`src/logic/rx_pkg.sv`:
```
// shared constants for the rx decimation chain
// both CIC filters are built from these, and the bench reuses them
package rx_pkg;

  // mixer sample width, also the width between the two CIC filters
  localparam int sample_w = 18;

  localparam int out_w = 24; // final I/Q word to the downstream FIR

  localparam int cic_stages = 4; // order N, same for both filters

  // decimation ratios, 16 * 25 = 400 overall
  localparam int ratio_1 = 16;
  localparam int ratio_2 = 25;

  // bits of growth through an N-stage CIC with decimation R
  // DC gain is R**N, so the growth is the smallest g with 2**g >= R**N
  // i.e. ceil(N * log2(R)): 16 for R=16, 19 for R=25 (N=4)
  function automatic int bit_growth(input int stages, input int ratio);
    longint unsigned gain;
    int growth;
    gain = 1;
    for (int s = 0; s < stages; s++) begin
      gain = gain * longint'(ratio); // R**N
    end
    growth = 0;
    while ((64'd1 << growth) < gain) begin
      growth++;
    end
    return growth;
  endfunction

endpackage

```
`src/logic/cic_decimator.sv`:
```
`timescale 1ns/1ps

// N-stage CIC decimator, differential delay 1
// integrators run at the input strobe rate, combs at the decimated rate
// no pruning, every stage carries the full accumulator width
module cic_decimator
  import rx_pkg::*;
#(
  parameter int STAGES = 4,
  parameter int RATIO = 16,
  parameter int IN_W = 18,
  parameter int OUT_W = 18
) (
  input  logic                    clock,
  input  logic                    rst,
  input  logic                    in_strobe,  // input sample valid
  input  logic                    dec_strobe, // decimated sample clock
  input  logic signed [IN_W-1:0]  in_data,
  output logic signed [OUT_W-1:0] out_data    // held between dec_strobes
);

  // growth covers the full DC gain RATIO**STAGES
  localparam int GROWTH = bit_growth(STAGES, RATIO);
  localparam int ACC_W = IN_W + GROWTH;
  localparam int SHIFT = ACC_W - OUT_W; // lsbs dropped at the output

  logic signed [ACC_W-1:0] in_ext;             // sign-extended input
  logic signed [ACC_W-1:0] integ [STAGES];     // integrator state
  logic signed [ACC_W-1:0] comb_dly [STAGES];  // comb delay, one per stage
  logic signed [ACC_W-1:0] comb_out [STAGES];  // comb differences, combinational

  // output must not be wider than the accumulator
  if (SHIFT < 0) begin : g_width_check
    $error("cic_decimator: OUT_W wider than accumulator");
  end

  assign in_ext = {{GROWTH{in_data[IN_W-1]}}, in_data};

  // integrator chain
  // wraps modulo 2**ACC_W, which the combs undo exactly
  for (genvar s = 0; s < STAGES; s++) begin : g_integ
    logic signed [ACC_W-1:0] feed; // previous stage, or the input for stage 0

    if (s == 0) begin : g_first
      assign feed = in_ext;
    end else begin : g_next
      assign feed = integ[s-1];
    end

    always_ff @(posedge clock) begin
      if (rst) begin
        integ[s] <= '0;
      end else if (in_strobe) begin
        integ[s] <= integ[s] + feed; // free-running accumulate
      end
    end
  end

  // comb chain at the decimated rate
  // each stage: y = x - x_prev, x_prev captured on dec_strobe
  for (genvar c = 0; c < STAGES; c++) begin : g_comb
    logic signed [ACC_W-1:0] feed;

    if (c == 0) begin : g_first
      assign feed = integ[STAGES-1]; // last integrator, sampled at the decimation point
    end else begin : g_next
      assign feed = comb_out[c-1];
    end

    assign comb_out[c] = feed - comb_dly[c]; // wrap is harmless here too

    always_ff @(posedge clock) begin
      if (rst) begin
        comb_dly[c] <= '0;
      end else if (dec_strobe) begin
        comb_dly[c] <= feed;
      end
    end
  end

  // output register
  // top OUT_W bits of the last comb, i.e. arithmetic shift right by SHIFT
  always_ff @(posedge clock) begin
    if (rst) begin
      out_data <= '0;
    end else if (dec_strobe) begin
      out_data <= comb_out[STAGES-1][ACC_W-1:SHIFT]; // truncate, floor toward -inf
    end
  end

  // decimation point must come after a sample was integrated
  // and not on the first edge out of reset, when the integrators are still empty
  a_dec_after_in : assert property (
    @(posedge clock) disable iff (rst)
    dec_strobe |-> ($past(in_strobe) && !$past(rst))
  ) else $error("cic_decimator: dec_strobe not preceded by an integrated sample");

endmodule

```
`src/logic/iq_decimator.sv`:
```
`timescale 1ns/1ps

// rx decimation chain, top level
// I and Q share one strobe chain: /RATIO_1 then /RATIO_2
module iq_decimator
  import rx_pkg::*;
#(
  parameter int STAGES = cic_stages,
  parameter int RATIO_1 = ratio_1,
  parameter int RATIO_2 = ratio_2,
  parameter int IN_W = sample_w,
  parameter int OUT_W = out_w
) (
  input  logic                    clock,
  input  logic                    rst,
  input  logic                    in_strobe,  // mixer sample valid
  input  logic signed [IN_W-1:0]  in_i,
  input  logic signed [IN_W-1:0]  in_q,
  output logic                    out_strobe, // one per RATIO_1 * RATIO_2 inputs
  output logic signed [OUT_W-1:0] out_i,
  output logic signed [OUT_W-1:0] out_q
);

  logic dec1_strobe; // first decimation point, /RATIO_1
  logic dec2_strobe; // second decimation point, /RATIO_1*RATIO_2

  // between the filters, same width as the mixer samples
  logic signed [IN_W-1:0] stage1_i;
  logic signed [IN_W-1:0] stage1_q;

  logic signed [OUT_W-1:0] stage2_i; // unregistered chain output
  logic signed [OUT_W-1:0] stage2_q;

  // strobe chain
  rate_strobe #(
    .RATIO(RATIO_1)
  ) i_strobe_1 (
    .clock(clock),
    .rst(rst),
    .in_strobe(in_strobe),
    .out_strobe(dec1_strobe)
  );

  // counts first-stage outputs, not clocks
  rate_strobe #(
    .RATIO(RATIO_2)
  ) i_strobe_2 (
    .clock(clock),
    .rst(rst),
    .in_strobe(dec1_strobe),
    .out_strobe(dec2_strobe)
  );

  // first CIC, unity DC gain after truncation
  cic_decimator #(
    .STAGES(STAGES),
    .RATIO(RATIO_1),
    .IN_W(IN_W),
    .OUT_W(IN_W)
  ) i_cic1_i (
    .clock(clock),
    .rst(rst),
    .in_strobe(in_strobe),
    .dec_strobe(dec1_strobe),
    .in_data(in_i),
    .out_data(stage1_i)
  );

  cic_decimator #(
    .STAGES(STAGES),
    .RATIO(RATIO_1),
    .IN_W(IN_W),
    .OUT_W(IN_W)
  ) i_cic1_q (
    .clock(clock),
    .rst(rst),
    .in_strobe(in_strobe),
    .dec_strobe(dec1_strobe),
    .in_data(in_q),
    .out_data(stage1_q)
  );

  // second CIC, integrates each first-stage output once
  // widens to OUT_W, gain RATIO_2**STAGES over 2**shift
  cic_decimator #(
    .STAGES(STAGES),
    .RATIO(RATIO_2),
    .IN_W(IN_W),
    .OUT_W(OUT_W)
  ) i_cic2_i (
    .clock(clock),
    .rst(rst),
    .in_strobe(dec1_strobe),
    .dec_strobe(dec2_strobe),
    .in_data(stage1_i),
    .out_data(stage2_i)
  );

  cic_decimator #(
    .STAGES(STAGES),
    .RATIO(RATIO_2),
    .IN_W(IN_W),
    .OUT_W(OUT_W)
  ) i_cic2_q (
    .clock(clock),
    .rst(rst),
    .in_strobe(dec1_strobe),
    .dec_strobe(dec2_strobe),
    .in_data(stage1_q),
    .out_data(stage2_q)
  );

  // output register
  // pair held steady between strobes so the next block can read it any time
  always_ff @(posedge clock) begin
    if (rst) begin
      out_strobe <= 1'b0;
      out_i <= '0;
      out_q <= '0;
    end else begin
      out_strobe <= dec2_strobe; // one cycle behind the decimation point
      if (dec2_strobe) begin
        out_i <= stage2_i;
        out_q <= stage2_q;
      end
    end
  end

endmodule

```
`src/logic/rate_strobe.sv`:
```
`timescale 1ns/1ps

// decimated sample clock
// one out_strobe for every RATIO in_strobes, registered
module rate_strobe #(
  parameter int RATIO = 16
) (
  input  logic clock,
  input  logic rst,
  input  logic in_strobe,
  output logic out_strobe
);

  localparam int CNT_W = (RATIO > 1) ? $clog2(RATIO) : 1;
  localparam logic [CNT_W-1:0] LAST = CNT_W'(RATIO - 1); // terminal count

  logic [CNT_W-1:0] cnt; // input strobes seen in this period
  logic wrap;

  // RATIO-th strobe of the period
  assign wrap = in_strobe && (cnt == LAST);

  // modulo-RATIO counter, only moves on a counted strobe
  always_ff @(posedge clock) begin
    if (rst) begin
      cnt <= '0;
    end else if (in_strobe) begin
      if (wrap) begin
        cnt <= '0; // start next period
      end else begin
        cnt <= cnt + 1'b1;
      end
    end
  end

  // pulse on the edge after the wrap
  always_ff @(posedge clock) begin
    if (rst) begin
      out_strobe <= 1'b0;
    end else begin
      out_strobe <= wrap; // low again next cycle unless RATIO is 1
    end
  end

  // output pulse always follows a counted input strobe
  a_out_after_in : assert property (
    @(posedge clock) disable iff (rst)
    out_strobe |-> $past(in_strobe)
  ) else $error("rate_strobe: out_strobe without a preceding in_strobe");

  // single-cycle pulse, never back to back
  a_out_single : assert property (
    @(posedge clock) disable iff (rst)
    out_strobe |=> !out_strobe
  ) else $error("rate_strobe: out_strobe high two cycles running");

endmodule

```
`config.mk`:
```
export PLATFORM = sky130hd
export DESIGN_NAME = iq_decimator
export DESIGN_NICKNAME = d
export VERILOG_FILES = /design/src/logic/rx_pkg.sv /design/src/logic/cic_decimator.sv /design/src/logic/iq_decimator.sv /design/src/logic/rate_strobe.sv
export SDC_FILE = /design/constraint.sdc
export NUM_CORES = 2
export LEC_CHECK = 0
export CORE_AREA = 3 3 421 423
export DETAILED_ROUTE_END_ITERATION = 7
export DIE_AREA = 0 0 424 426
export DONT_BUFFER_PORTS = 1
export HOLD_SLACK_MARGIN = 0.06
export MAX_ROUTING_LAYER = met4
export PLACE_DENSITY = 0.7
export SLEW_MARGIN = 20
export SYNTH_ARGS = -nofsm -noshare
export SYNTH_HDL_FRONTEND = slang
export SYNTH_SLANG_ARGS = --single-unit
```
`constraint.sdc`:
```
create_clock -name clock -period 24 [get_ports clock]
set_input_delay 2.4 -clock clock [delete_from_list [all_inputs] [get_ports clock]]
set_output_delay 2.4 -clock clock [all_outputs]
set_load 0.02 [all_outputs]
```
==> results.py <==
metrics = {
    "grt": {
        "grt_antenna_before_repair": 1,
        "grt-ovfl-total": 0,
        "grt_pass1_wl_mm": 300.5,
        "grt_start_max_net_pins": 202,
        "grt_pass1_vias": 67475,
        "grt.total_usage_pct": 19.73,
    },
    "timing": {
        "hold_viol_final": 0,
        "max_slew_margin_pct": 27.31,
        "timing.setup.tns_ps": 0,
        "period_needed_ps": 9521,
        "layout_worst_path_cycle_share_pct": 39.67,
        "rsz0062_at_grt": "no",
        "fin_ws_ps": 14480,
        "slew_viol_final": 0,
        "setup_viol": 0,
        "tightest_slew_ps": 1063,
        "fmax_mhz": 105.0,
        "whs_ps": 454.7,
        "finClkSkew_ps": 26.24,
    },
    "setup_path": {
        "startpoint_type": "flop",
        "cp_common_cell": "a21o_1",
        "path_class": "reg -> reg",
        "critPathMaxFanout": 6,
        "reg2reg_slack_ps": 14480,
        "crit_required_ps": 24630,
        "crit_path_end_kind": "flop",
        "cp_data_arrival_time_ps": 10150,
        "slowest_delay_ps": 640,
        "cp_slowest_cell": "a2111oi_0",
    },
    "logic_synthesis": {
        "syn_area_per_cell_um2": 9.570,
        "synth_cell_types": 91,
        "synthesis.instances": 9976,
        "ys.flop_type": "edfxtp_1",
        "synth_nets": 11146,
        "ys_seq_elements": 1280,
        "synth_top_area_share_pct": 35.73,
        "ys_seq_area_share_pct": 38.75,
        "synth_mux_area_share_pct": 1.101,
        "yosysMostFrequentCell": "edfxtp_1",
        "synth_edf_count": 1136,
        "netlist_area_um2": 95470,
        "synth_top_cells_by_area": "edfxtp_1 (36%), ha_1 (14%), xnor2_1 (4.8%)",
        "synth-adder-area-share_pct": 15.04,
        "synth_xor_area_share_pct": 8.227,
        "synth_compound_area_share_pct": 17.55,
        "ys_warn_count": 0,
        "yosysTopAreaCell": "edfxtp_1",
        "synth-async-reset-ratio_pct": 0,
        "synth_top_family_by_area": "compound AO/OA/AOI/OAI gates",
        "synth_simple_gate_area_share_pct": 15.22,
        "ys_top_cells_by_count": "edfxtp_1 (1,136), ha_1 (1,103), nor2_1 (965)",
    },
    "clock_network": {
        "clockRootBuffer": "clkbuf_16",
        "clockBufferDepth": 3,
        "cts_sinks": 1280,
        "cts_made_buffers": 154,
        "clkLatencyLatePin_ps": 780,
        "post_cts_buffers": 0,
        "ctsResizeCount": 0,
        "cts_htree_levels": 4,
        "cts_hold_buffers": 0,
        "cts_tree": "yes",
        "clk_pin_slew_ps": 50,
    },
    "finish": {
        "layout-drive-gt1-share_pct": 3.337,
        "antenna_cells": 0,
        "nets": 11140,
        "design_area_um2": 103000,
        "synthToLayoutAreaGrowth_pct": 7.863,
    },
    "floorplan": {
        "ios": 88,
        "dieArea_um2": 180600,
        "initial_core_util_pct": 54.92,
        "die_y_um": 426,
        "row_count": 153,
        "core_um2": 173800,
        "fp.dieW_um": 424,
    },
    "power": {
        "switchingPower_mw": 3.507,
        "p_leak_nw": 45.17,
        "p_int_mw": 5.964,
        "clockPowerShare_pct": 24.2,
        "power_density_nw_per_um2": 91.97,
        "pwr-share-comb_pct": 48.2,
        "ir_worst_vdd_uv": 64.92,
        "p_seq_share_pct": 27.6,
        "p_sw_share_pct": 37.03,
    },
    "min_path": {
        "hold_class": "reg -> reg",
    },
    "place": {
        "place_area_um2": 97940,
        "pre_cts_slack_ps": 14580,
        "place_hpwl_mm": 128.8,
        "gp_congestion": 0.9116,
        "port_buffers": 0,
    },
    "status": {
        "outcome": "complete, no violations",
    },
    "route": {
        "postRouteAntennaNets": 0,
        "wl_met3_mm": 5.779,
        "wl_mm": 174.3,
        "wl_per_cell_um": 14.03,
        "via_per_inst": 5.525,
        "first_iter_violations": 3029,
        "met2_length_mm": 84.64,
        "routed.top_layer": "met4",
        "drt-met1-wl_mm": 79.67,
        "drtPass1Iterations": 5,
        "post-route-drc-count": 0,
        "dr_total_vias": 68636,
    },
    "flow_run": {
        "drv_cap": 0,
    },
}
kinds of logic (layout without fill, tap and decap cells):
group	count (synthesis)	in the layout
AND/OR/NAND/NOR	2908	2908
XOR/XNOR	887	887
AO/OA/AOI/OAI	2619	2619
flip-flops	1280	1280
adder cells (fa/ha/maj)	1131	1131
multiplexers	105	105
buffers and inverters	1046	1168
flip-flops by register name, summed over array words and instances, names as in the netlist, 24 cells and up:
signal and cells:
i_cic2_i.comb_dly 148, i_cic2_q.out_data 24, i_cic2_q.comb_dly 148, i_cic2_q.integ 148
i_cic1_i.integ 136, i_cic1_q.comb_dly 136, out_i 24, i_cic1_q.integ 136
out_q 24, i_cic1_i.comb_dly 136, i_cic2_i.integ 148, i_cic2_i.out_data 24
layout make-up:
class | instances | area, um2
fillers | 14461 | 70850
multi-input cells | 7650 | 54580
flip-flops and latches | 1280 | 37000
clock buffers | 224 | 4533
inverters | 862 | 3256
well taps | 2325 | 2909
clock inverters | 60 | 501.7
repair buffers | 22 | 190.2
power by group through the flow:
stage	clock [mW]	combinational, mW	sequential, mW
3_3_place_gp	0	4.42	2.65
2_1_floorplan	0	3.74	2.66
4_1_cts	2.35	4.57	2.61
3_5_place_dp	0	4.55	2.66
5_1_grt	2.44	5.18	2.63
6_report	2.29	4.57	2.61
metal layers:
layer | global-route usage [%] | vias to the layer above
li1 | - | 35871
met1 | 23.52 | 31385
met2 | 34.63 | 1044
met3 | 2.661 | 336
met4 | 6.008 | 0
met5 | - | -
metrics by stage:
step	power, mW	std cells	util [%]
finish	9.471	12423	59.24
global route	10.24	12423	59.24
CTS	9.542	12423	59.24
detailed placement	7.208	12139	56.34
global placement	7.070	12139	56.34
floorplan	6.392	9976	-
worst max-delay path, delay by kind of cell, from the launching register on:
family | cells | cell delay [ps]
compound gates | 23 | 5340
flops | 1 | 390
fa+ha+maj | 5 | 1410
buf+inv | 2 | 170
simple gates | 8 | 1470
xor+xnor | 4 | 630
final timing paths:
check | start | end | depth (start not counted)
worst max-delay path | i_cic2_i.integ[1][37] | i_cic2_i.out_data[23] | 42
worst min register to register | i_cic2_i.out_data[19] | i_cic2_i.out_data[19] | 2
worst min-delay path | i_cic2_i.out_data[19] | i_cic2_i.out_data[19] | 2
worst max register to register | i_cic2_i.integ[1][37] | i_cic2_i.out_data[23] | 42
placed cells by master, fill, tap and decap left out, drive strengths merged, types with 224 or more instances in the layout:
cell / synthesis / routed
clkbuf: 167 / 224
and2: 576 / 576
a21o: 500 / 500
ha: 1103 / 1103
a21oi: 798 / 798
xor2: 358 / 358
xnor2: 524 / 524
o21ai: 503 / 503
inv: 861 / 871
edfxtp: 1136 / 1136
nand2: 400 / 400
nor2: 965 / 965
Note: power is estimated with default switching activity, not from simulation.
